### src/ddr_ctl_pkg.sv
// DDR card glue shared definitions
`default_nettype none

package ddr_ctl_pkg;

   // ----------------------------------------
   // Sizes
   // ----------------------------------------

   // Register stages on each statistics port, needed for timing closure
   localparam int unsigned NUM_STAT_STGS = 8;
   // Controllers that expose a statistics port
   localparam int unsigned NUM_STAT_CH = 3;
   // Memory channels A, B, C, D
   localparam int unsigned NUM_DDR = 4;

   localparam int unsigned STAT_ADDR_W = 8;
   localparam int unsigned STAT_DATA_W = 32;
   localparam int unsigned STAT_INT_W = 8;
   localparam int unsigned SCRB_ADDR_W = 64;
   localparam int unsigned CNT_W = 32;

   // ----------------------------------------
   // Control word layout
   // ----------------------------------------

   // Debug readback enable and memory select
   localparam int unsigned DBG_EN_BIT = 31;
   localparam int unsigned DBG_SEL_MSB = 30;
   localparam int unsigned DBG_SEL_LSB = 28;

   // Scrub enables; D and C are swapped relative to the channel letters
   localparam int unsigned SCRB_A = 0;
   localparam int unsigned SCRB_B = 1;
   localparam int unsigned SCRB_D = 2;
   localparam int unsigned SCRB_C = 3;

   // Card identifiers shown while debug readback is off
   localparam logic [31:0] CL_ID0 = 32'hC0DE_0001;
   localparam logic [31:0] CL_ID1 = 32'hC0DE_0002;

   // ----------------------------------------
   // Types
   // ----------------------------------------

   // Statistics request toward a controller
   typedef struct packed {
      logic                   wr;
      logic                   rd;
      logic [STAT_ADDR_W-1:0] addr;
      logic [STAT_DATA_W-1:0] wdata;
   } stat_req_t;

   // Statistics response from a controller
   typedef struct packed {
      logic                   ack;
      logic [STAT_INT_W-1:0]  intr;
      logic [STAT_DATA_W-1:0] rdata;
   } stat_ack_t;

   // Status reported by one scrubber
   typedef struct packed {
      logic                   done;
      logic [SCRB_ADDR_W-1:0] addr;
   } scrub_stat_t;

   // One-cycle handshake strobes of one channel
   typedef struct packed {
      logic aw;
      logic w;
      logic ar;
      logic r;
      logic b;
   } axi_fire_t;

   // Handshake event counts of one channel
   typedef struct packed {
      logic [CNT_W-1:0] aw_cnt;
      logic [CNT_W-1:0] w_cnt;
      logic [CNT_W-1:0] ar_cnt;
      logic [CNT_W-1:0] r_cnt;
      logic [CNT_W-1:0] b_cnt;
   } traffic_cnt_t;

endpackage

`default_nettype wire

### src/cl_ddr_ctl_top.sv
// DDR card control top level
`timescale 1ns/1ps
`default_nettype none

module cl_ddr_ctl_top
(
   input  logic                      clk,
   input  logic                      sync_rst_n,

   // Function level reset
   input  logic                      flr_assert,
   output logic                      flr_done,

   // Scrubber control and status
   input  logic [31:0]               ctl0,
   input  ddr_ctl_pkg::scrub_stat_t  scrub_stat [ddr_ctl_pkg::NUM_DDR],
   input  logic [2:0]                ready_lcl,
   input  logic                      ready_c,
   output logic [3:0]                scrub_en,
   output logic [31:0]               id0,
   output logic [31:0]               id1,
   output logic [3:0]                ddr_ready,
   output logic [3:0]                scrub_done,

   // Controller statistics ports
   input  ddr_ctl_pkg::stat_req_t    stat_req   [ddr_ctl_pkg::NUM_STAT_CH],
   output ddr_ctl_pkg::stat_req_t    stat_req_q [ddr_ctl_pkg::NUM_STAT_CH],
   input  ddr_ctl_pkg::stat_ack_t    stat_ack   [ddr_ctl_pkg::NUM_STAT_CH],
   output ddr_ctl_pkg::stat_ack_t    stat_ack_q [ddr_ctl_pkg::NUM_STAT_CH],

   // Channel handshake monitoring
   input  ddr_ctl_pkg::axi_fire_t    ddr_fire   [ddr_ctl_pkg::NUM_DDR],
   output ddr_ctl_pkg::traffic_cnt_t ddr_counts [ddr_ctl_pkg::NUM_DDR]
);

   // ----------------------------------------
   // FLR handling
   // ----------------------------------------

   flr_responder u_flr
   (
      .clk        (clk),
      .sync_rst_n (sync_rst_n),
      .flr_assert (flr_assert),
      .flr_done   (flr_done)
   );

   // ----------------------------------------
   // Scrubber control
   // ----------------------------------------

   scrub_ctl u_scrub
   (
      .clk        (clk),
      .sync_rst_n (sync_rst_n),
      .ctl0       (ctl0),
      .scrub_stat (scrub_stat),
      .ready_lcl  (ready_lcl),
      .ready_c    (ready_c),
      .scrub_en   (scrub_en),
      .id0        (id0),
      .id1        (id1),
      .ddr_ready  (ddr_ready),
      .scrub_done (scrub_done)
   );

   // ----------------------------------------
   // Statistics port pipelines
   // ----------------------------------------

   // Both directions are retimed by the same depth
   for (genvar g = 0; g < ddr_ctl_pkg::NUM_STAT_CH; g++)
   begin : g_stat
      stat_pipe #(.payload_t(ddr_ctl_pkg::stat_req_t)) u_req_pipe
      (
         .clk        (clk),
         .sync_rst_n (sync_rst_n),
         .in_bus     (stat_req[g]),
         .out_bus    (stat_req_q[g])
      );

      stat_pipe #(.payload_t(ddr_ctl_pkg::stat_ack_t)) u_ack_pipe
      (
         .clk        (clk),
         .sync_rst_n (sync_rst_n),
         .in_bus     (stat_ack[g]),
         .out_bus    (stat_ack_q[g])
      );

      // A controller accepts one access type per request
      a_stat_wr_rd_excl: assert property (
         @(posedge clk) disable iff (!sync_rst_n)
         !(stat_req[g].wr && stat_req[g].rd)
      );
   end

   // ----------------------------------------
   // Traffic counters
   // ----------------------------------------

   for (genvar c = 0; c < ddr_ctl_pkg::NUM_DDR; c++)
   begin : g_cnt
      ddr_traffic_counter u_cnt
      (
         .clk        (clk),
         .sync_rst_n (sync_rst_n),
         .fire       (ddr_fire[c]),
         .counts     (ddr_counts[c])
      );
   end

endmodule

`default_nettype wire

### src/ddr_traffic_counter.sv
// Channel traffic counters
`timescale 1ns/1ps
`default_nettype none

module ddr_traffic_counter
(
   input  logic                      clk,
   input  logic                      sync_rst_n,

   input  ddr_ctl_pkg::axi_fire_t    fire,
   output ddr_ctl_pkg::traffic_cnt_t counts
);

   // Each count advances on its own strobe and wraps silently
   always_ff @(posedge clk or negedge sync_rst_n)
   begin
      if (!sync_rst_n)
      begin
         counts <= '0;
      end
      else
      begin
         // Write address and write data
         if (fire.aw)
         begin
            counts.aw_cnt <= counts.aw_cnt + 1'b1;
         end
         if (fire.w)
         begin
            counts.w_cnt <= counts.w_cnt + 1'b1;
         end

         // Read address and read data
         if (fire.ar)
         begin
            counts.ar_cnt <= counts.ar_cnt + 1'b1;
         end
         if (fire.r)
         begin
            counts.r_cnt <= counts.r_cnt + 1'b1;
         end

         // Write response
         if (fire.b)
         begin
            counts.b_cnt <= counts.b_cnt + 1'b1;
         end
      end
   end

endmodule

`default_nettype wire

### src/flr_responder.sv
// Function level reset responder
`timescale 1ns/1ps
`default_nettype none

module flr_responder
(
   input  logic clk,
   input  logic sync_rst_n,

   input  logic flr_assert,
   output logic flr_done
);

   logic flr_assert_q;

   // Done follows the registered request but toggles against itself,
   // so a held request gives a pulse train and never a level
   always_ff @(posedge clk or negedge sync_rst_n)
   begin
      if (!sync_rst_n)
      begin
         flr_assert_q <= 1'b0;
         flr_done     <= 1'b0;
      end
      else
      begin
         flr_assert_q <= flr_assert;
         flr_done     <= flr_assert_q && !flr_done;
      end
   end

   // Shell expects single-cycle done pulses
   a_flr_done_pulse: assert property (
      @(posedge clk) disable iff (!sync_rst_n)
      flr_done |=> !flr_done
   );

endmodule

`default_nettype wire

### src/scrub_ctl.sv
// Scrubber control and status
`timescale 1ns/1ps
`default_nettype none

module scrub_ctl
(
   input  logic                     clk,
   input  logic                     sync_rst_n,

   input  logic [31:0]              ctl0,
   input  ddr_ctl_pkg::scrub_stat_t scrub_stat [ddr_ctl_pkg::NUM_DDR],
   input  logic [2:0]               ready_lcl,
   input  logic                     ready_c,

   output logic [3:0]               scrub_en,
   output logic [31:0]              id0,
   output logic [31:0]              id1,
   output logic [3:0]               ddr_ready,
   output logic [3:0]               scrub_done
);

   logic [31:0] ctl0_q;
   logic        dbg_en;
   logic [ddr_ctl_pkg::DBG_SEL_MSB-ddr_ctl_pkg::DBG_SEL_LSB:0] dbg_sel;
   logic [ddr_ctl_pkg::SCRB_ADDR_W-1:0] sel_addr;
   logic        ready_c_q;

   // ----------------------------------------
   // Control word
   // ----------------------------------------

   always_ff @(posedge clk or negedge sync_rst_n)
   begin
      if (!sync_rst_n)
      begin
         ctl0_q <= 32'd0;
      end
      else
      begin
         ctl0_q <= ctl0;
      end
   end

   always_comb
   begin
      scrub_en                      = 4'd0;
      scrub_en[ddr_ctl_pkg::SCRB_A] = ctl0_q[ddr_ctl_pkg::SCRB_A];
      scrub_en[ddr_ctl_pkg::SCRB_B] = ctl0_q[ddr_ctl_pkg::SCRB_B];
      scrub_en[ddr_ctl_pkg::SCRB_D] = ctl0_q[ddr_ctl_pkg::SCRB_D];
      scrub_en[ddr_ctl_pkg::SCRB_C] = ctl0_q[ddr_ctl_pkg::SCRB_C];
   end

   assign dbg_en  = ctl0_q[ddr_ctl_pkg::DBG_EN_BIT];
   assign dbg_sel = ctl0_q[ddr_ctl_pkg::DBG_SEL_MSB:ddr_ctl_pkg::DBG_SEL_LSB];

   // ----------------------------------------
   // ID readback
   // ----------------------------------------

   // Unused select codes fall back to channel A
   always_comb
   begin
      case (dbg_sel)
         3'd1:    sel_addr = scrub_stat[ddr_ctl_pkg::SCRB_B].addr;
         3'd2:    sel_addr = scrub_stat[ddr_ctl_pkg::SCRB_D].addr;
         3'd3:    sel_addr = scrub_stat[ddr_ctl_pkg::SCRB_C].addr;
         default: sel_addr = scrub_stat[ddr_ctl_pkg::SCRB_A].addr;
      endcase
   end

   always_ff @(posedge clk or negedge sync_rst_n)
   begin
      if (!sync_rst_n)
      begin
         id0 <= ddr_ctl_pkg::CL_ID0;
         id1 <= ddr_ctl_pkg::CL_ID1;
      end
      else if (dbg_en)
      begin
         id0 <= sel_addr[31:0];
         id1 <= sel_addr[63:32];
      end
      else
      begin
         id0 <= ddr_ctl_pkg::CL_ID0;
         id1 <= ddr_ctl_pkg::CL_ID1;
      end
   end

   // ----------------------------------------
   // Status vectors
   // ----------------------------------------

   // Channel C readiness comes from the shell and is retimed here
   always_ff @(posedge clk or negedge sync_rst_n)
   begin
      if (!sync_rst_n)
      begin
         ready_c_q <= 1'b0;
      end
      else
      begin
         ready_c_q <= ready_c;
      end
   end

   assign ddr_ready  = {ready_lcl[2], ready_c_q, ready_lcl[1:0]};

   assign scrub_done = {scrub_stat[ddr_ctl_pkg::SCRB_C].done,
                        scrub_stat[ddr_ctl_pkg::SCRB_D].done,
                        scrub_stat[ddr_ctl_pkg::SCRB_B].done,
                        scrub_stat[ddr_ctl_pkg::SCRB_A].done};

   // Only four scrubbers exist, higher select codes are a software error
   a_dbg_sel_range: assert property (
      @(posedge clk) disable iff (!sync_rst_n)
      dbg_en |-> (dbg_sel <= 3'd3)
   );

endmodule

`default_nettype wire

### src/stat_pipe.sv
// Statistics register pipeline
`timescale 1ns/1ps
`default_nettype none

module stat_pipe #(
   parameter type payload_t = logic
)
(
   input  logic     clk,
   input  logic     sync_rst_n,

   input  payload_t in_bus,
   output payload_t out_bus
);

   // Stage 0 takes the input, the last stage drives the output
   payload_t stg [ddr_ctl_pkg::NUM_STAT_STGS];

   always_ff @(posedge clk or negedge sync_rst_n)
   begin
      if (!sync_rst_n)
      begin
         // Strobes inside the payload must not fire out of reset
         for (int i = 0; i < ddr_ctl_pkg::NUM_STAT_STGS; i++)
         begin
            stg[i] <= '0;
         end
      end
      else
      begin
         stg[0] <= in_bus;
         for (int i = 1; i < ddr_ctl_pkg::NUM_STAT_STGS; i++)
         begin
            stg[i] <= stg[i-1];
         end
      end
   end

   assign out_bus = stg[ddr_ctl_pkg::NUM_STAT_STGS-1];

endmodule

`default_nettype wire

### config.mk
export PLATFORM = sky130hd
export DESIGN_NAME = cl_ddr_ctl_top
export DESIGN_NICKNAME = d
export VERILOG_FILES = /design/src/ddr_ctl_pkg.sv /design/src/cl_ddr_ctl_top.sv /design/src/ddr_traffic_counter.sv /design/src/flr_responder.sv /design/src/scrub_ctl.sv /design/src/stat_pipe.sv
export SDC_FILE = /design/constraint.sdc
export NUM_CORES = 2
export LEC_CHECK = 0
export ABC_AREA = 1
export ABC_CLOCK_PERIOD_IN_PS = 2250
export BUFFER_PORTS_ARGS = -buffer_cell sky130_fd_sc_hd__buf_2
export CORE_AREA = 4 4 596 598
export CTS_CLUSTER_DIAMETER = 60
export DETAILED_ROUTE_END_ITERATION = 10
export DIE_AREA = 0 0 600 602
export PLACE_DENSITY_LB_ADDON = 0.1
export SYNTH_ARGS = -nofsm -noshare
export SYNTH_HDL_FRONTEND = slang
export SYNTH_SLANG_ARGS = --single-unit
### constraint.sdc
create_clock -name clk -period 2.25 [get_ports clk]
set_clock_uncertainty 0.15 [all_clocks]
set_input_delay 0.225 -clock clk [delete_from_list [all_inputs] [get_ports clk]]
set_output_delay 0.225 -clock clk [all_outputs]
set_load 0.02 [all_outputs]
==> flow_metrics.env <==
export IMPL_maxSlewViolCount=0
export IMPL_drtPass1Iterations=8
export IMPL_p_clk_share_pct=45.3
export IMPL_insertion_delay_ns=0.90
export IMPL_clockRootBuffer="clkbuf_16"
export IMPL_ir_drop_mv=0.600
export IMPL_worstReg2RegEnd="u_scrub.id0[17]"
export IMPL_critPathArrivalTime_ns=2.80
export IMPL_port_buffers=1495
export IMPL_seq_area_sq_um=67800
export IMPL_syn_area_per_cell_sq_um=12.9
export IMPL_tightest_slew_ns=0.727
export IMPL_grt_pass1_wl_mm=416
export IMPL_cts_buffers=335
export IMPL_relSlewSlack_pct=51.5
export IMPL_yosysTopAreaCell="dfrtp_1"
export IMPL_postLayoutCellArea_sq_um=123000
export IMPL_fin_tns_setup_ns=0
export IMPL_path_clk_slew_ns=0.06
export IMPL_placed_cell_area_sq_um=102000
export IMPL_row_count=217
export IMPL_synth_cell_types=33
export IMPL_status="completed"
export IMPL_grt_start_max_net_pins=110
export IMPL_crit_path_end_kind="register"
export IMPL_initial_core_util_pct=25.5
export IMPL_intPower_mw=89.0
export IMPL_worst_setup_path_start_kind="register"
export IMPL_grt_pass1_vias=61800
export IMPL_syn_area_sq_um=89000
export IMPL_final_util_pct=35.2
export IMPL_maxCapViolations=0
export IMPL_die_height_um=602
export IMPL_synth_top_cell_area_share_pct=75.6
export IMPL_rsz0062_at_grt="false"
export IMPL_overflow=0
export IMPL_io_pin_count=1534
export IMPL_dieArea_sq_um=361000
export IMPL_worstPathMaxFanout=30
export IMPL_syn_inst=6900
export IMPL_post_drt_wl_per_cell_um=19.6
export IMPL_power_frac_seq_pct=45.3
export IMPL_period_share_pct=96.3
export IMPL_p_leak_nw=58.6
export IMPL_wl_mm=283
export IMPL_reg2reg_depth=7
export IMPL_dieWidth_um=600
export IMPL_critPathKind="register to register"
export IMPL_cts_sinks=2707
export IMPL_hold_violations=0
export IMPL_crit_start="u_scrub.ctl0_q[30]"
export IMPL_ys_seq_area_share_pct=76.1
export IMPL_finalSetupViolCount=0
export IMPL_nets=10100
export IMPL_vias_per_cell=4.04
export IMPL_core_area_sq_um=349000
export IMPL_area_growth_pct=37.9
export IMPL_gp_congestion=0.878
export IMPL_hold_class="primary input to async pin"
export IMPL_period_needed_ns=2.17
export IMPL_clockBufferDepth=4
export IMPL_crit_required_ns=2.88
export IMPL_multi_input_area_sq_um=16700
export IMPL_ys_warn_count=0
export IMPL_p_switching_mw=30.7
export IMPL_ys_top_cells_by_area="dfrtp_1 76%, nand2_1 5.3%, xor2_1 2.7%"
export IMPL_hpwl_mm=211
export IMPL_drtAntennaViolNets=0
export IMPL_swShare_pct=25.7
export IMPL_ys_seq_elements=2707
export IMPL_tritoncts="yes"
export IMPL_power_share_combinational_pct=9.4
export IMPL_powerDensity_nw_per_um2=975
export IMPL_worstReg2RegStart="u_scrub.ctl0_q[30]"
export IMPL_track_usage_pct=15.4
export IMPL_drive_above_1_share_pct=23.4
export IMPL_drc=0
export IMPL_r2r_slack_ns=0.08
export IMPL_antenna_found_initial=79
export IMPL_drt_initial_drc_count=3250
export IMPL_vias=58300
export IMPL_synthesis_nets=7488
export IMPL_fillers=34500
export IMPL_htree_levels=5
export IMPL_max_freq_mhz=462
export IMPL_hold_ws_ns=0.0776
sequential cells by signal, summed over array words and instances (netlist names):
signal,flops
g_stat.u_req_pipe.stg,882
g_stat.u_ack_pipe.stg,861
g_cnt.u_cnt.counts,640
g_stat.u_req_pipe.out_bus,126
g_stat.u_ack_pipe.out_bus,123
u_scrub.id0,32
u_scrub.id1,32
u_scrub.ctl0_q,8
u_flr.flr_assert_q,1
u_flr.flr_done,1
u_scrub.ready_c_q,1
cells by family after synthesis:
family	count (synthesis)	synth area share, %
flops	2707	76.1
buf+inv	933	5.13
xor+xnor	437	4.30
mux	1	0.0126
simple gates	2577	12.7
fa+ha+maj	20	0.281
compound gates	225	1.45
per-layer routing:
metal  routed length, um  track usage [%]  vias up
li1                    -                -    26900
met4               20200             9.36       12
met5                  80                0        -
met1               96400             15.6    28800
met3               23900             5.36      724
met2              142000             27.0     1916
layout make-up:
class	count	share of cell area, %
sequential	2707	55.2
timing repair buffer	2590	15.3
multi-input combinational	3260	13.6
clock buffer	466	7.78
tap	4599	4.69
inverter	619	1.89
clock inverter	137	1.46
antenna	32	0.0652
through the flow:
| step | setup slack (ns) | cells | power, mW |
|---|---|---|---|
| detailed placement | 0.234 | 12800 | 65.1 |
| global placement | 0.221 | 12800 | 64.9 |
| CTS | -0.0170 | 14400 | 122 |
| finish | 0.0843 | 14400 | 120 |
| floorplan | 0.462 | 6900 | 59.6 |
| global route | 0.0126 | 14400 | 125 |
power groups by stage:
stage               combinational (mW)  sequential (mW)  clock (mW)
finish                            11.2             54.3        54.2
global route                      12.3             54.6        58.5
CTS                               11.4             54.3        56.4
detailed placement                9.95             55.1           0
global placement                  9.92             55.0           0
floorplan                         3.36             56.2           0
worst max path at each step:
stage                                            to  depth (start not counted)
after global routing                u_scrub.id0[17]                          7
final                               u_scrub.id0[17]                          7
after floorplan           g_cnt[3].u_cnt.counts[24]                          8
after CTS                                    id1[1]                          1
after global placement              u_scrub.id1[14]                          6
after detailed placement            u_scrub.id1[14]                          6
cell usage after synthesis:
cell and number:
nor3_2 5, nor2_2 34, a21oi_1 73, ha_1 20, o21bai_1 19, nand2_1 1249
xnor2_1 165, o21ai_0 78, clkbuf_1 15, o21ai_1 1, and2b_2 1, mux2_2 1
nand3_1 355, nand3_2 5, buf_1 1, nor2_4 25, a22oi_1 39, nor3_1 113
inv_2 14, clkbuf_2 5, nand2_4 1, a31oi_1 15, dfrtp_1 2689, buf_2 18
xor2_1 272, nor2_1 532, and3_1 1, nand2_2 10, inv_1 605, nand4_1 196
dfstp_2 18, nand3b_1 50, buf_4 275
timing repair:
item                                     CTS  global route
hold buffers                             959             0
endpoints found under the hold margin   3630             0
resized for setup                          4             2
setup buffers                              0             1
endpoints found under the setup margin     2             8
cells in the final DEF (no fill, tap or decap), drive strengths merged, types with 15 or more instances in the layout:
| cell type | synthesis | routed |
|---|---|---|
| dfstp | 18 | 18 |
| nor2 | 591 | 591 |
| o21ai | 79 | 79 |
| diode | 0 | 32 |
| xor2 | 272 | 272 |
| nand4 | 196 | 196 |
| buf | 294 | 1632 |
| nor3 | 118 | 118 |
| inv | 619 | 650 |
| ha | 20 | 20 |
| a21oi | 73 | 73 |
| o21bai | 19 | 19 |
| nand2 | 1260 | 1260 |
| nand3 | 360 | 360 |
| dlygate4sd3 | 0 | 958 |
| a31oi | 15 | 15 |
| a22oi | 39 | 39 |
| nand3b | 50 | 50 |
| bufinv | 0 | 26 |
| clkinv | 0 | 62 |
| clkinvlp | 0 | 18 |
| xnor2 | 165 | 165 |
| dfrtp | 2689 | 2689 |
| clkbuf | 20 | 466 |
critical path: stages (launching register included):
cell	delay, ns
dfrtp_1	0.41
inv_1	0.11
nand2_2	0.10
nor2_4	0.34
buf_12	0.25
a22oi_1	0.09
dlygate4sd3_1	0.56
nand4_1	0.07
No activity file was read; power rests on OpenSTA's default activity.
